## src/rv_core_pkg.sv

```systemverilog
package rv_core_pkg;

    localparam int XLEN       = 64;
    localparam int REG_ADDR_W = 5;
    localparam int PC_STEP    = 4;  // fixed 32-bit instructions

    // major opcodes, instr[6:0]
    typedef enum logic [6:0] {
        OP     = 7'b0110011,
        OP_IMM = 7'b0010011,
        LUI    = 7'b0110111,
        AUIPC  = 7'b0010111,
        JAL    = 7'b1101111,
        JALR   = 7'b1100111,
        BRANCH = 7'b1100011
    } opcode_e;

    typedef enum logic [3:0] {
        ADD    = 4'd0,
        SUB    = 4'd1,
        SLL    = 4'd2,
        SLT    = 4'd3,
        SLTU   = 4'd4,
        XOR    = 4'd5,
        SRL    = 4'd6,
        SRA    = 4'd7,
        OR     = 4'd8,
        AND    = 4'd9,
        PASS_B = 4'd10
    } alu_op_e;

    typedef enum logic [1:0] {
        SEL_A_RS1  = 2'd0,
        SEL_A_PC   = 2'd1,
        SEL_A_ZERO = 2'd2
    } sel_a_e;

    typedef enum logic {
        SEL_B_RS2 = 1'b0,
        SEL_B_IMM = 1'b1
    } sel_b_e;

    typedef enum logic [1:0] {
        CTRL_NONE   = 2'd0,
        CTRL_BRANCH = 2'd1,
        CTRL_JAL    = 2'd2,
        CTRL_JALR   = 2'd3
    } ctrl_e;

    // branch kinds as carried in br_funct
    localparam logic [2:0] F3_BEQ  = 3'b000;
    localparam logic [2:0] F3_BNE  = 3'b001;
    localparam logic [2:0] F3_BLT  = 3'b100;
    localparam logic [2:0] F3_BGE  = 3'b101;
    localparam logic [2:0] F3_BLTU = 3'b110;
    localparam logic [2:0] F3_BGEU = 3'b111;

endpackage

```

## src/id_ex_if.sv

```systemverilog
`timescale 1ns/1ps

interface id_ex_if import rv_core_pkg::*; ();
    logic                  valid;
    alu_op_e               alu_op;
    sel_a_e                sel_a;
    sel_b_e                sel_b;
    logic [XLEN-1:0]       imm;
    logic [XLEN-1:0]       pc;
    logic [REG_ADDR_W-1:0] rs1;
    logic [REG_ADDR_W-1:0] rs2;
    logic [REG_ADDR_W-1:0] rd;
    logic                  write_rd;
    ctrl_e                 ctrl;
    logic [2:0]            br_funct;  // funct3 of a branch
    logic                  illegal;

    modport dec (
        output valid, alu_op, sel_a, sel_b, imm, pc, rs1, rs2, rd, write_rd, ctrl,
               br_funct, illegal
    );
    modport reg_in (
        input valid, alu_op, sel_a, sel_b, imm, pc, rs1, rs2, rd, write_rd, ctrl,
              br_funct, illegal
    );
    modport reg_out (
        output valid, alu_op, sel_a, sel_b, imm, pc, rs1, rs2, rd, write_rd, ctrl,
               br_funct, illegal
    );
    modport exe (
        input valid, alu_op, sel_a, sel_b, imm, pc, rs1, rs2, rd, write_rd, ctrl,
              br_funct, illegal
    );
endinterface

```

## src/rv_decode.sv

```systemverilog
`timescale 1ns/1ps

module rv_decode import rv_core_pkg::*; (
    input  logic            instr_valid_i,
    input  logic [31:0]     instr_i,
    input  logic [XLEN-1:0] pc_i,
    id_ex_if.dec            id_o
);

    opcode_e         opcode;
    logic [2:0]      funct3;
    logic            alt;       // funct7[5], sub/sra select
    logic [XLEN-1:0] imm_i;
    logic [XLEN-1:0] imm_u;
    logic [XLEN-1:0] imm_j;
    logic [XLEN-1:0] imm_b;

    function automatic alu_op_e f3_to_alu(input logic [2:0] f3, input logic sub_sra);
        alu_op_e op;
        case (f3)
            3'b000:  op = sub_sra ? SUB : ADD;
            3'b001:  op = SLL;
            3'b010:  op = SLT;
            3'b011:  op = SLTU;
            3'b100:  op = XOR;
            3'b101:  op = sub_sra ? SRA : SRL;
            3'b110:  op = OR;
            default: op = AND;
        endcase
        return op;
    endfunction

    assign opcode = opcode_e'(instr_i[6:0]);
    assign funct3 = instr_i[14:12];
    assign alt    = instr_i[30];

    assign imm_i = {{52{instr_i[31]}}, instr_i[31:20]};
    assign imm_u = {{32{instr_i[31]}}, instr_i[31:12], 12'b0};
    assign imm_j = {{43{instr_i[31]}}, instr_i[31], instr_i[19:12], instr_i[20],
                    instr_i[30:21], 1'b0};
    assign imm_b = {{51{instr_i[31]}}, instr_i[31], instr_i[7], instr_i[30:25],
                    instr_i[11:8], 1'b0};

    always_comb begin
        id_o.valid    = instr_valid_i;
        id_o.pc       = pc_i;
        id_o.rs1      = instr_i[19:15];
        id_o.rs2      = instr_i[24:20];
        id_o.rd       = instr_i[11:7];
        id_o.br_funct = funct3;
        id_o.alu_op   = PASS_B;
        id_o.sel_a    = SEL_A_ZERO;
        id_o.sel_b    = SEL_B_IMM;
        id_o.imm      = '0;
        id_o.write_rd = 1'b1;
        id_o.ctrl     = CTRL_NONE;
        id_o.illegal  = 1'b0;
        case (opcode)
            OP: begin
                id_o.alu_op = f3_to_alu(funct3, alt);
                id_o.sel_a  = SEL_A_RS1;
                id_o.sel_b  = SEL_B_RS2;
            end
            OP_IMM: begin
                // bit 30 is an immediate bit except for srai
                id_o.alu_op = f3_to_alu(funct3, alt && (funct3 == 3'b101));
                id_o.sel_a  = SEL_A_RS1;
                id_o.imm    = imm_i;
            end
            LUI: begin
                id_o.alu_op = ADD;
                id_o.imm    = imm_u;
            end
            AUIPC: begin
                id_o.alu_op = ADD;
                id_o.sel_a  = SEL_A_PC;
                id_o.imm    = imm_u;
            end
            JAL: begin
                id_o.alu_op = ADD;  // alu forms the target
                id_o.sel_a  = SEL_A_PC;
                id_o.imm    = imm_j;
                id_o.ctrl   = CTRL_JAL;
            end
            JALR: begin
                id_o.alu_op = ADD;
                id_o.sel_a  = SEL_A_RS1;
                id_o.imm    = imm_i;
                id_o.ctrl   = CTRL_JALR;
            end
            BRANCH: begin
                id_o.alu_op   = ADD;
                id_o.sel_a    = SEL_A_PC;
                id_o.imm      = imm_b;
                id_o.ctrl     = CTRL_BRANCH;
                id_o.write_rd = 1'b0;
            end
            default: begin
                id_o.illegal  = 1'b1;
                id_o.write_rd = 1'b0;
            end
        endcase
    end

    always_comb begin
        assert (!(id_o.illegal && id_o.write_rd))
            else $error("rv_decode: illegal instruction marked as writing rd");
    end

endmodule

```

## src/flat_wrapper.sv

```systemverilog
// flat-port wrapper written by rule: the top's interface ports become plain ports
module rv_decode_flat import rv_core_pkg::*;
  (instr_valid_i, instr_i, pc_i, id_o_valid, id_o_alu_op, id_o_sel_a, id_o_sel_b, id_o_imm, id_o_pc, id_o_rs1, id_o_rs2, id_o_rd, id_o_write_rd, id_o_ctrl, id_o_br_funct, id_o_illegal);
  id_ex_if id_o_i ();
  input  logic instr_valid_i;
  input  logic [31:0] instr_i;
  input  logic [XLEN-1:0] pc_i;
  output wire logic [$bits(id_o_i.valid)-1:0] id_o_valid;
  output wire logic [$bits(id_o_i.alu_op)-1:0] id_o_alu_op;
  output wire logic [$bits(id_o_i.sel_a)-1:0] id_o_sel_a;
  output wire logic [$bits(id_o_i.sel_b)-1:0] id_o_sel_b;
  output wire logic [$bits(id_o_i.imm)-1:0] id_o_imm;
  output wire logic [$bits(id_o_i.pc)-1:0] id_o_pc;
  output wire logic [$bits(id_o_i.rs1)-1:0] id_o_rs1;
  output wire logic [$bits(id_o_i.rs2)-1:0] id_o_rs2;
  output wire logic [$bits(id_o_i.rd)-1:0] id_o_rd;
  output wire logic [$bits(id_o_i.write_rd)-1:0] id_o_write_rd;
  output wire logic [$bits(id_o_i.ctrl)-1:0] id_o_ctrl;
  output wire logic [$bits(id_o_i.br_funct)-1:0] id_o_br_funct;
  output wire logic [$bits(id_o_i.illegal)-1:0] id_o_illegal;
  assign id_o_valid = id_o_i.valid;
  assign id_o_alu_op = id_o_i.alu_op;
  assign id_o_sel_a = id_o_i.sel_a;
  assign id_o_sel_b = id_o_i.sel_b;
  assign id_o_imm = id_o_i.imm;
  assign id_o_pc = id_o_i.pc;
  assign id_o_rs1 = id_o_i.rs1;
  assign id_o_rs2 = id_o_i.rs2;
  assign id_o_rd = id_o_i.rd;
  assign id_o_write_rd = id_o_i.write_rd;
  assign id_o_ctrl = id_o_i.ctrl;
  assign id_o_br_funct = id_o_i.br_funct;
  assign id_o_illegal = id_o_i.illegal;
  rv_decode u_core (.instr_valid_i(instr_valid_i), .instr_i(instr_i), .pc_i(pc_i), .id_o(id_o_i));
endmodule
```

## config.mk

```make
export PLATFORM = sky130hd
export DESIGN_NAME = rv_decode_flat
export DESIGN_NICKNAME = d
export VERILOG_FILES = /design/src/rv_core_pkg.sv /design/src/id_ex_if.sv /design/src/rv_decode.sv /design/src/flat_wrapper.sv
export SDC_FILE = /design/constraint.sdc
export NUM_CORES = 1
export LEC_CHECK = 0
export BUFFER_PORTS_ARGS = -buffer_cell sky130_fd_sc_hd__buf_2
export CORE_AREA = 8 8 94 96
export DETAILED_ROUTE_END_ITERATION = 12
export DIE_AREA = 0 0 102 104
export GPL_ROUTABILITY_DRIVEN = 0
export MAX_ROUTING_LAYER = met4
export PLACE_DENSITY_LB_ADDON = 0.08
export SLEW_MARGIN = 20
export SYNTH_ARGS = -nofsm -noshare
export SYNTH_HDL_FRONTEND = slang
export SYNTH_SLANG_ARGS = --single-unit
```

## constraint.sdc

```tcl
create_clock -name vclk -period 3.05
set_input_delay 0 -clock vclk [all_inputs]
set_output_delay 0 -clock vclk [all_outputs]
set_load 0.05 [all_outputs]
```

-- Word-level counts from Yosys, hierarchy flattened
Cells that the tools add are included.
- eq/ne operators: 13
- muxes and demuxes: 13
- reduce and logical (&&, ||, !) cells: 9
- operator list (cell ; count):
    64-bit one-hot mux with 4 select lines ; 1
    4-bit one-hot mux with 7 select lines ; 2
    7-bit == test, second input constant ; 3
    7-bit by 5-bit == test with 1-bit output, second input constant ; 2
    7-bit by 6-bit == test with 1-bit output, second input constant ; 2
    4-bit one-hot mux with 3 select lines ; 1
    3-bit == test, second input constant ; 3
    1-bit two-way mux ; 7
    7-bit OR reduction ; 1
    3-bit by 2-bit == test with 1-bit output, second input constant ; 2
    2-bit one-hot mux with 3 select lines ; 1
    3-bit OR reduction ; 2
    6-bit OR reduction ; 1
    5-bit OR reduction ; 1
    2-bit one-hot mux with 2 select lines ; 1
    2-bit OR reduction ; 2
    3-bit by 1-bit == test with 1-bit output, second input constant ; 1
    3-bit logical NOT ; 1
    1-bit logical AND ; 1
- register bits after elaboration: 0
- input port bits: 97
- output and inout port bits: 158
- logic and storage cells: 35

-- Depth between registers and ports, before layout
- depth in word-level cells: 5
- gate-level depth with buffers: 6
- mapped depth without buffers: 3

-- Worst setup path after synthesis
Ideal clock, no wire load.
- path type: input to output
- from: input port instr_i[3]
- to: output port id_o_imm[32]
- data arrival time: 3099 ps
- required time: 3050 ps
- path slack: -49 ps
- stages: 5
- path buffers: 2
- cells stage by stage: clkbuf_1 > nor4bb_1 > a211oi_2 > a21oi_1 > buf_4
- cells in the longest elaborated chain, start to end: 3
- elaborated cells on any way between the ends: 9
- those cells by class: eq/ne: 6; mux: 1; reduce/logical: 2
- ends and longest elaborated chain (item ; line ; text):
    start: declaration ; flat_wrapper.sv:6 ; input logic [31:0] instr_i;
    7-bit == test, or another cell as far along ; rv_decode.sv:58 ; case (opcode)
    2-bit OR reduction (no line) ; -- ;
    64-bit one-hot mux with 4 select lines (*) ; rv_decode.sv:58 ;
    end: declaration ; flat_wrapper.sv:12 ; output wire logic [$bits(id_o_i.imm)-1:0] id_o_imm;
Every way passes the cells marked *; elsewhere a longest branch is shown, timed or not.

-- Worst setup path in the final report
- from: input port instr_i[2]
- to: output port id_o_imm[13]
The elaborated chain is that of the path after synthesis.

==> results.tsv <==
stage	metric	value	unit
routing	drc	0	
routing	wl	5.01	mm
sta	setup_ws	1310	ps
die	die_area	10600	um^2
global_routing	grt_max_degree	34	
finish	fin_util	18.6	%
die	die_w	102	um
global_routing	grt_pass1_vias	1321	
finish	fin_nets	308	
finish	clock_buffers	0	
run_status	status	completed	
die	design.core.area	7450	um^2
clock_network	cts_setup_buffers	0	
synthesis	yosys-top-cells-area	buf_4, o2bb2ai_1, a21o_1	
sta	finalHoldViolCount	0	
critical_path	startpoint_type	primary input	
power	leakage	0.840	nW
critical_path	end_kind	primary output	
synthesis	yosysSeqAreaShare	0	%
routing	first_iter_violations	6	
sta	finalSetupViolCount	0	
finish	final_common_cell	buf_2	
finish	nFlopsAndLatches	0	
finish	ff_latch_area	0	um^2
job	maxCapViolations	0	
routing	wl_per_cell	16.1	um
routing	final_antenna_net_count	0	
die	ioPinCount	255	
sta	slew_viol_final	0	
placement	port_buffers	125	
power	clock_power_share	0	%
sta	fin_crit_sh	57.0	%
finish	syn2layout_area_growth	-8.87	%
critical_path	worstPathRequired	3050	ps
sta	tightest_slew	810	ps
synthesis	syn_area_per_cell	7.36	um^2
routing	vias	1271	
global_routing	grtUsageTotal	8.65	%
critical_path	critical_path_class	primary input to primary output	
finish	final_cell_mix	buf_2, o2bb2ai_1, a21o_1, nor3b_1, nand2_1	
die	initial_core_util	20.5	%
power	p_per_area	151	nW/um^2
global_routing	grt_pass1_wl	7.51	mm
power	p_int	0.0491	mW
sta	slew_headroom	45.5	%
synthesis	yosysUniqueCellTypes	39	
synthesis	synth_top_area_share	56.7	%
global_routing	grt_antenna_before_repair	0	
finish	fill_cells	906	
power	ir_worst_vdd	0.0460	mV
routing	vias_per_cell	4.09	
placement	post-place-ws	1070	ps
synthesis	synth_warnings	0	
global_routing	grt_overflow	0	
synthesis	syn-cell-area	1520	um^2
synthesis	syn-num-nets	304	
worst_hold_path	hp-class	primary input to primary output	
synthesis	syn_inst	207	
die	rows	32	
routing	dr.pass1.iters	4	
power	total_power	0.210	mW
die	die_height	104	um
critical_path	worstPathArrival	1740	ps
power	seq_power_share	0	%
synthesis	yosysTopAreaCell	buf_4	
clock_network	ctsResizeCount	0	
sta	rsz0062_at_grt	no	
power	switchingPower	0.161	mW
power	swShare	76.6	%
finish	diodes	0	
sta	fmax	575	MHz
critical_path	cp_max_fo	10	
power	p_comb_share	100.0	%
finish	layout-drive-gt1-share	63.6	%
sta	fin_crit	1740	ps
clock_network	cts_hold_buf	0	
sta	setup_tns	0	ps
placement	dp_hpwl	4.23	mm
## per-stage QoR
step                      std cells  area [um^2]  hold slack (ps)
final                           311         1390           0.0193
after global routing            311         1390           0.0718
after CTS                       311         1380            0.341
after detailed placement        311         1380            0.341
after global placement          311         1380            0.341
after floorplan                 207         1530              167
## power by group through the flow
stage	clock network (mW)	logic [mW]	registers (mW)
detailed placement	0	0.212	0
CTS	0	0.212	0
floorplan	0	0.401	0
global placement	0	0.213	0
global route	0	0.223	0
finish	0	0.210	0
## synth_stat cells, types with 2 or more instances
cell / instances
o21bai_1: 2
o21ai_0: 2
and2_1: 3
buf_4: 115
a21o_1: 8
nand3b_1: 2
inv_1: 4
a32o_1: 4
nor3b_1: 8
buf_2: 2
buf_1: 2
clkbuf_1: 4
o2bb2ai_1: 10
nor3_1: 3
nor2_1: 2
nand4b_1: 2
nand3_1: 3
nand2_1: 7
a21oi_1: 4
## layer usage
metal	global-route usage, %	share of wire (%)	vias up	wire length [um]
li1	-	-	607	-
met2	15.6	51	82	2530
met5	-	0	-	0
met4	1.68	1.6	0	78
met3	2.28	12	16	598
met1	9.10	36	566	1800
## critical path, cell delays in order
cell and delay, ps:
buf_2 160, or4b_4 570, a2111oi_4 600, a21o_1 140, buf_2 260
## final timing paths
path,cells past startpoint,start,slack [ps],end
min,0,pc_i[44],0.02,id_o_pc[44]
max,5,instr_i[2],1310,id_o_imm[13]
## final cells by class
class	count	area [um^2]	area share (%)
multi-input cells	79	613	44.1
repair buffers	126	633	45.6
inverters	4	15.0	1.08
well taps	102	128	9.19
## cell families (layout without fill, tap and decap cells)
family,Yosys count,after routing,share of synthesized area [%]
compound gates,40,40,22.7
buf+inv,128,130,60.5
simple gates,39,39,16.8
Note: power is estimated with default switching activity, not from simulation.
