$ cat src/rv_core_pkg.sv
package rv_core_pkg;

    localparam int XLEN       = 64;
    localparam int REG_ADDR_W = 5;
    localparam int PC_STEP    = 4;  // fixed 32-bit instructions

    // major opcodes, instr[6:0]
    typedef enum logic [6:0] {
        OP     = 7'b0110011,
        OP_IMM = 7'b0010011,
        LUI    = 7'b0110111,
        AUIPC  = 7'b0010111,
        JAL    = 7'b1101111,
        JALR   = 7'b1100111,
        BRANCH = 7'b1100011
    } opcode_e;

    typedef enum logic [3:0] {
        ADD    = 4'd0,
        SUB    = 4'd1,
        SLL    = 4'd2,
        SLT    = 4'd3,
        SLTU   = 4'd4,
        XOR    = 4'd5,
        SRL    = 4'd6,
        SRA    = 4'd7,
        OR     = 4'd8,
        AND    = 4'd9,
        PASS_B = 4'd10
    } alu_op_e;

    typedef enum logic [1:0] {
        SEL_A_RS1  = 2'd0,
        SEL_A_PC   = 2'd1,
        SEL_A_ZERO = 2'd2
    } sel_a_e;

    typedef enum logic {
        SEL_B_RS2 = 1'b0,
        SEL_B_IMM = 1'b1
    } sel_b_e;

    typedef enum logic [1:0] {
        CTRL_NONE   = 2'd0,
        CTRL_BRANCH = 2'd1,
        CTRL_JAL    = 2'd2,
        CTRL_JALR   = 2'd3
    } ctrl_e;

    // branch kinds as carried in br_funct
    localparam logic [2:0] F3_BEQ  = 3'b000;
    localparam logic [2:0] F3_BNE  = 3'b001;
    localparam logic [2:0] F3_BLT  = 3'b100;
    localparam logic [2:0] F3_BGE  = 3'b101;
    localparam logic [2:0] F3_BLTU = 3'b110;
    localparam logic [2:0] F3_BGEU = 3'b111;

endpackage

$ cat src/id_ex_if.sv
`timescale 1ns/1ps

interface id_ex_if import rv_core_pkg::*; ();
    logic                  valid;
    alu_op_e               alu_op;
    sel_a_e                sel_a;
    sel_b_e                sel_b;
    logic [XLEN-1:0]       imm;
    logic [XLEN-1:0]       pc;
    logic [REG_ADDR_W-1:0] rs1;
    logic [REG_ADDR_W-1:0] rs2;
    logic [REG_ADDR_W-1:0] rd;
    logic                  write_rd;
    ctrl_e                 ctrl;
    logic [2:0]            br_funct;  // funct3 of a branch
    logic                  illegal;

    modport dec (
        output valid, alu_op, sel_a, sel_b, imm, pc, rs1, rs2, rd, write_rd, ctrl,
               br_funct, illegal
    );
    modport reg_in (
        input valid, alu_op, sel_a, sel_b, imm, pc, rs1, rs2, rd, write_rd, ctrl,
              br_funct, illegal
    );
    modport reg_out (
        output valid, alu_op, sel_a, sel_b, imm, pc, rs1, rs2, rd, write_rd, ctrl,
               br_funct, illegal
    );
    modport exe (
        input valid, alu_op, sel_a, sel_b, imm, pc, rs1, rs2, rd, write_rd, ctrl,
              br_funct, illegal
    );
endinterface

$ cat src/id_ex_reg.sv
`timescale 1ns/1ps

module id_ex_reg import rv_core_pkg::*; (
    input  logic    clk,
    input  logic    rst_n_i,
    input  logic    bubble_i,  // stall, hold contents
    input  logic    flush_i,   // redirect, load a bubble
    id_ex_if.reg_in  d_i,
    id_ex_if.reg_out q_o
);

    always_ff @(posedge clk) begin
        if (!rst_n_i || flush_i) begin
            q_o.valid    <= 1'b0;
            q_o.alu_op   <= ADD;
            q_o.sel_a    <= SEL_A_RS1;
            q_o.sel_b    <= SEL_B_RS2;
            q_o.imm      <= '0;
            q_o.pc       <= '0;
            q_o.rs1      <= '0;
            q_o.rs2      <= '0;
            q_o.rd       <= '0;
            q_o.write_rd <= 1'b0;
            q_o.ctrl     <= CTRL_NONE;
            q_o.br_funct <= '0;
            q_o.illegal  <= 1'b0;
        end else if (!bubble_i) begin
            q_o.valid    <= d_i.valid;
            q_o.alu_op   <= d_i.alu_op;
            q_o.sel_a    <= d_i.sel_a;
            q_o.sel_b    <= d_i.sel_b;
            q_o.imm      <= d_i.imm;
            q_o.pc       <= d_i.pc;
            q_o.rs1      <= d_i.rs1;
            q_o.rs2      <= d_i.rs2;
            q_o.rd       <= d_i.rd;
            q_o.write_rd <= d_i.write_rd;
            q_o.ctrl     <= d_i.ctrl;
            q_o.br_funct <= d_i.br_funct;
            q_o.illegal  <= d_i.illegal;
        end
    end

    // execute masks flush while stalled
    a_no_flush_in_stall: assert property (
        @(posedge clk) disable iff (!rst_n_i) !(flush_i && bubble_i)
    ) else $error("id_ex_reg: flush during stall");

endmodule

$ cat src/flat_wrapper.sv
// flat-port wrapper written by rule: the top's interface ports become plain ports
module id_ex_reg_flat import rv_core_pkg::*;
  (clk, rst_n_i, bubble_i, flush_i, d_i_valid, d_i_alu_op, d_i_sel_a, d_i_sel_b, d_i_imm, d_i_pc, d_i_rs1, d_i_rs2, d_i_rd, d_i_write_rd, d_i_ctrl, d_i_br_funct, d_i_illegal, q_o_valid, q_o_alu_op, q_o_sel_a, q_o_sel_b, q_o_imm, q_o_pc, q_o_rs1, q_o_rs2, q_o_rd, q_o_write_rd, q_o_ctrl, q_o_br_funct, q_o_illegal);
  id_ex_if d_i_i ();
  id_ex_if q_o_i ();
  input  logic clk;
  input  logic rst_n_i;
  input  logic bubble_i;
  input  logic flush_i;
  input wire logic [$bits(d_i_i.valid)-1:0] d_i_valid;
  input wire logic [$bits(d_i_i.alu_op)-1:0] d_i_alu_op;
  input wire logic [$bits(d_i_i.sel_a)-1:0] d_i_sel_a;
  input wire logic [$bits(d_i_i.sel_b)-1:0] d_i_sel_b;
  input wire logic [$bits(d_i_i.imm)-1:0] d_i_imm;
  input wire logic [$bits(d_i_i.pc)-1:0] d_i_pc;
  input wire logic [$bits(d_i_i.rs1)-1:0] d_i_rs1;
  input wire logic [$bits(d_i_i.rs2)-1:0] d_i_rs2;
  input wire logic [$bits(d_i_i.rd)-1:0] d_i_rd;
  input wire logic [$bits(d_i_i.write_rd)-1:0] d_i_write_rd;
  input wire logic [$bits(d_i_i.ctrl)-1:0] d_i_ctrl;
  input wire logic [$bits(d_i_i.br_funct)-1:0] d_i_br_funct;
  input wire logic [$bits(d_i_i.illegal)-1:0] d_i_illegal;
  output wire logic [$bits(q_o_i.valid)-1:0] q_o_valid;
  output wire logic [$bits(q_o_i.alu_op)-1:0] q_o_alu_op;
  output wire logic [$bits(q_o_i.sel_a)-1:0] q_o_sel_a;
  output wire logic [$bits(q_o_i.sel_b)-1:0] q_o_sel_b;
  output wire logic [$bits(q_o_i.imm)-1:0] q_o_imm;
  output wire logic [$bits(q_o_i.pc)-1:0] q_o_pc;
  output wire logic [$bits(q_o_i.rs1)-1:0] q_o_rs1;
  output wire logic [$bits(q_o_i.rs2)-1:0] q_o_rs2;
  output wire logic [$bits(q_o_i.rd)-1:0] q_o_rd;
  output wire logic [$bits(q_o_i.write_rd)-1:0] q_o_write_rd;
  output wire logic [$bits(q_o_i.ctrl)-1:0] q_o_ctrl;
  output wire logic [$bits(q_o_i.br_funct)-1:0] q_o_br_funct;
  output wire logic [$bits(q_o_i.illegal)-1:0] q_o_illegal;
  assign d_i_i.valid = d_i_valid;
  assign d_i_i.alu_op = d_i_alu_op;
  assign d_i_i.sel_a = d_i_sel_a;
  assign d_i_i.sel_b = d_i_sel_b;
  assign d_i_i.imm = d_i_imm;
  assign d_i_i.pc = d_i_pc;
  assign d_i_i.rs1 = d_i_rs1;
  assign d_i_i.rs2 = d_i_rs2;
  assign d_i_i.rd = d_i_rd;
  assign d_i_i.write_rd = d_i_write_rd;
  assign d_i_i.ctrl = d_i_ctrl;
  assign d_i_i.br_funct = d_i_br_funct;
  assign d_i_i.illegal = d_i_illegal;
  assign q_o_valid = q_o_i.valid;
  assign q_o_alu_op = q_o_i.alu_op;
  assign q_o_sel_a = q_o_i.sel_a;
  assign q_o_sel_b = q_o_i.sel_b;
  assign q_o_imm = q_o_i.imm;
  assign q_o_pc = q_o_i.pc;
  assign q_o_rs1 = q_o_i.rs1;
  assign q_o_rs2 = q_o_i.rs2;
  assign q_o_rd = q_o_i.rd;
  assign q_o_write_rd = q_o_i.write_rd;
  assign q_o_ctrl = q_o_i.ctrl;
  assign q_o_br_funct = q_o_i.br_funct;
  assign q_o_illegal = q_o_i.illegal;
  id_ex_reg u_core (.clk(clk), .rst_n_i(rst_n_i), .bubble_i(bubble_i), .flush_i(flush_i), .d_i(d_i_i), .q_o(q_o_i));
endmodule
$ cat config.mk
export PLATFORM = sky130hd
export DESIGN_NAME = id_ex_reg_flat
export DESIGN_NICKNAME = d
export VERILOG_FILES = /design/src/rv_core_pkg.sv /design/src/id_ex_if.sv /design/src/id_ex_reg.sv /design/src/flat_wrapper.sv
export SDC_FILE = /design/constraint.sdc
export NUM_CORES = 1
export LEC_CHECK = 0
export ABC_AREA = 1
export BUFFER_PORTS_ARGS = -buffer_cell sky130_fd_sc_hd__buf_2
export CORE_AREA = 5 5 122 124
export CTS_CLUSTER_SIZE = 20
export DETAILED_ROUTE_END_ITERATION = 6
export DIE_AREA = 0 0 127 129
export PLACE_DENSITY = 0.76
export SKIP_CTS_REPAIR_TIMING = 1
export SLEW_MARGIN = 5
export SYNTH_ARGS = -nofsm -noshare
export SYNTH_HDL_FRONTEND = slang
export SYNTH_SLANG_ARGS = --single-unit
$ cat constraint.sdc
create_clock -name clk -period 0.85 [get_ports clk]
set_input_delay 0.085 -clock clk [delete_from_list [all_inputs] [get_ports clk]]
set_output_delay 0.085 -clock clk [all_outputs]
set_load 0.05 [all_outputs]
After elaboration in Yosys (flattened, before gate mapping)
Cells that the tools add are included.
- bits in writable memories: 0
- latch bits: 0
- memories: 0
- register bits after elaboration: 158
- ROM bits: 0
- divide/modulo/power cells: 0
- multipliers: 0
- shift-type cells: 0
- $lt $le $gt $ge: 0
- reduce and logical (&&, ||, !) cells: 2
- bitwise logic cells: 0
- multiplexer cells: 0
- add/sub/neg operators: 0
- equal/unequal tests: 0
- operator list (cell ; count):
    zero test 1 bit ; 1
    logical OR 1 bit ; 1

Logic depth before layout (Yosys ltp)
- word-level depth: 2
- mapped depth: 6
- depth with buffers taken out: 3

Worst setup path after synthesis
No wires, ideal clock.
- kind: reg2reg
- start: reg, netlist name u_core.q_o.pc[42]
- end: reg u_core.q_o.pc[42]
- path slack: -0.080 ns
- data required time: 0.784 ns
- clock period less this slack: 0.930 ns
- buffers on the path: 0
- arrival time: 0.863 ns
- stages on the path, launching flop included: 3
- setup time: 0.066 ns
- path through: dfxtp_1 > nand2_1 > a21oi_2
- RTL lines (element ; RTL line ; text):
    to (decl) ; id_ex_if.sv:27 ; output valid, alu_op, sel_a, sel_b, imm, pc, rs1, rs2, rd, write_rd, ctrl,

Final worst setup path
- start: reg u_core.q_o.imm[47]
- end: out q_o_imm[47]
- RTL lines (element ; RTL line ; text):
    from (decl) ; id_ex_if.sv:27 ;
    to (decl) ; flat_wrapper.sv:27 ; output wire logic [$bits(q_o_i.imm)-1:0] q_o_imm;
No word-level cell between the ends.

==> summary by stage <==
Synthesis
Yosys attributes the largest share of cell area to dfxtp_1 57%, nand2_1 21%, a21oi_1 13%. The synthesized netlist occupies a cell area of 5580 sq um. Yosys printed 0 warnings.

The number of cells produced by synthesis is 687. Summing the sequential cell areas from Yosys gives 56.7% of the chip area. Summed over its instances, the top area cell type makes up 56.7% of the synthesized netlist area. Of all cell types, the one taking the most synthesized area is dfxtp_1. After synthesis, the mean cell area works out to 8.12 sq um. Synthesis inferred 158 register bits. Counting distinct cell types in the post-synthesis netlist gives 12.

The number of nets handed over by synthesis was 849.

STA
The post-route fraction of the period consumed by the critical path is 123%. The final worst clock skew is 0 ps. Measured against its own limit, the worst slew margin works out to 77.9%.

At the pin with the least slew margin, the transition time is 332 ps. Setup repair after global routing could not meet its margin everywhere. The count of pins over their slew limit is 0.

Counting I/O delays and the setup requirement, the final critical path takes 1050 ps. The setup slack after layout is -196 ps. Timing would allow up to 956 MHz. The hold violation total from the final report came to 0.

The setup violation total in the final timing report is 159.

Clock network
Counting every sink on the clock net gives 158. The clock tree buffer depth is 2. The H-tree generated during clock tree synthesis spans 4 levels. The root buffer cell chosen for the clock tree is clkbuf_16. The TritonCTS clock tree is yes.

Clock-pin slew was measured on the worst setup and hold paths at 70 ps. The clock buffer count from CTS is 17. The insertion delay to the later sink of the worst-skew pair is 420 ps.

Route
The detailed router finished its first iteration with 705 violations. After detailed routing, the number of vias per cell comes to 5.22. The pre-antenna-repair detailed-routing pass consisted of 6 iterations. Summing over every cut layer, the via total after detailed routing is 7186. The total DRC errors in the routed layout is 0. The detail route stage leaves a number of antenna-violating nets equal to 0. For this block, the routed nets add up to 27.6 mm of wire.

After detailed routing, the average wire length per cell comes to 20.0 microns.

Global routing
The via count of the first global-routing pass is 5327. The final global-route overflow total is 0. The global-route wire length before repair is 26.2 mm. Entering global routing, the biggest net connects 58 pins.

Global routing consumed, over all layers together, 19.9% of the routing resources. The number of antenna violations at the first check in global routing is 0.

Finish
The footprint of the flip-flops and latches is 3360 sq um. The final cell utilization of the core is 83.6%. The multi-input combinational cells in the finished layout cover a total of 2050 sq um. The layout overhead on the synthesized area is 105%. In the final layout, the share of cells above drive strength 1 is 48.6%.

Leaving out fill and tap cells, the most frequent cell in the layout is nand2_1. The filler cells instantiated in the layout total 628. The final design instance area without fill is 11400 sq um. The finished layout holds 1376 standard cells, fillers aside. The final layout contains 1344 nets. Leaving out fill and tap cells, the most frequent cells in the layout are 306 x nand2_1, 160 x buf_2, 158 x dlygate4sd3_1, 158 x dfxtp_2, 148 x a21oi_1.

Placed design
The cell count after placement is 1159. The weighted congestion reported at the end of routability-driven placement is 0.808. The estimated wirelength of the detail-placed design is 12.6 mm. The count of port buffers added during placement is 319. Once placement finished, the instance area stood at 7540 sq um.

Setup path
The endpoint kind of the worst setup timing path is an output pin. The top fanout value on the critical path is 2. The number of cells traversed by the worst register-to-register path is 3. The classification of the worst setup path is flip-flop to output pin. The kind of start point of the critical path is a flip-flop.

The worst register-to-register path begins at u_core.q_o.pc[30]$_SDFFE_PP0N_. The delay of the slowest cell on the worst path is 380 ps. Counting both buffers and inverters, the worst setup path holds a total of 1. The critical path goes through buf_8. The kind of cell adding the most delay to the critical path is flip-flops. In this run the critical register-to-register path is captured at u_core.q_o.pc[30]$_SDFFE_PP0N_. The worst register-to-register path has a setup slack of -20 ps. In this run the number of cells on the critical path is 1. For this design, the slowest cell found on the critical path is dfxtp_2.

Data on the critical path arrives at its endpoint at 960 ps. The critical path data required time is 760 ps.

Flow run
The tool flagged a number of max-cap violations equal to 0.

Floorplan
After floorplanning, the core was divided into 43 placement rows. The initial utilization of the core area, before any placement, comes to 40.8%. The die boundary height is 129 microns. The floorplan step defined a die boundary enclosing 16400 sq um. The width of the die is 127 microns. The core region is 13700 sq um. The count of pins on the block boundary is 320.

Power and ir drop
Dividing total power by cell area gives a power density of 1710 nW/um^2. The worst supply voltage drop on vdd is 0.00121 V. The analysis attributes to cell leakage a power of 4.99 nW.

Min path
The beginning of the worst hold path is rst_n_i. The worst hold path was traced through 4 stages. The path with the worst hold slack has its endpoint at u_core.q_o.imm[3]$_SDFFE_PP0N_. The path class of the tightest hold or removal check is input pin to flip-flop.

Status
The run finished, with violations left. The final reports fail on setup timing.
==> cell type report <==
cell class / instances / area share, %
well taps: 180 / 1.97
flip-flops and latches: 158 / 29.4
clock buffers: 20 / 4.00
clock inverters: 12 / 1.40
diodes: 1 / 0.0219
repair buffers: 528 / 45.1
inverters: 2 / 0.109
multi-input cells: 475 / 17.9
==> stage by stage <==
step                total power [W]  TNS, ps  setup slack (ps)  hold WS, ps
detailed placement           0.0103    -4140              -104          329
floorplan                   0.00950        0              66.1          214
global route                 0.0201   -28890              -221          115
global placement             0.0103    -1230             -30.7          324
CTS                          0.0181   -40410              -289         -120
finish                       0.0195   -24280              -196          106
==> metal layers <==
| metal | track usage, % | vias up | share of wire (%) |
|---|---|---|---|
| met1 | 22.6 | 3312 | 34 |
| met2 | 33.5 | 556 | 50 |
| met4 | 8.01 | 0 | 5.7 |
| met3 | 8.05 | 136 | 11 |
| li1 | - | 3182 | - |
| met5 | 0 | - | 0 |
==> synthesized netlist by cell type <==
cell type  instances
buf_2             30
buf_8              1
clkbuf_1           3
nand2_2           10
nand2_1          307
buf_6             12
inv_1              1
dfxtp_1          158
clkinv_4           1
buf_4              6
a21oi_2           10
a21oi_1          148
==> state kept, by name, summed over array words and instances (netlist names) <==
signal / cells
u_core.q_o.valid: 1
u_core.q_o.rs1: 5
u_core.q_o.br_funct: 3
u_core.q_o.pc: 64
u_core.q_o.sel_a: 2
u_core.q_o.imm: 64
u_core.q_o.sel_b: 1
u_core.q_o.rd: 5
u_core.q_o.ctrl: 2
u_core.q_o.rs2: 5
u_core.q_o.write_rd: 1
u_core.q_o.illegal: 1
u_core.q_o.alu_op: 4
==> cells by family (layout without fill, tap and decap cells) <==
kind of cell,after synthesis,after routing,share of synthesized area (%)
buffers and inverters,54,562,6.62
AND/OR/NAND/NOR,317,317,21.8
other,0,1,0
AO/OA/AOI/OAI,158,158,14.9
flip-flops,158,158,56.7
==> where the power goes <==
| part | leakage, nW | internal, W | total [W] | switching [W] |
|---|---|---|---|---|
| registers | 1.36 | 0.00769 | 0.00792 | 0.000233 |
| logic | 3.33 | 0.00167 | 0.00360 | 0.00193 |
| clock network | 0.301 | 0.00480 | 0.00798 | 0.00317 |
==> worst max-delay path by stage <==
stage | slack [ps] | from | end
4_1_cts | -290 | u_core.q_o.sel_a[0]$_SDFFE_PP0N_ | q_o_sel_a[0]
2_1_floorplan | 70 | flush_i | u_core.q_o.pc[42]$_SDFFE_PP0N_
3_3_place_gp | -30 | bubble_i | u_core.q_o.br_funct[1]$_SDFFE_PP0N_
6_report | -200 | u_core.q_o.imm[47]$_SDFFE_PP0N_ | q_o_imm[47]
3_5_place_dp | -100 | bubble_i | u_core.q_o.imm[57]$_SDFFE_PP0N_
5_1_grt | -220 | u_core.q_o.imm[47]$_SDFFE_PP0N_ | q_o_imm[47]
No activity file was read; power rests on OpenSTA's default activity.
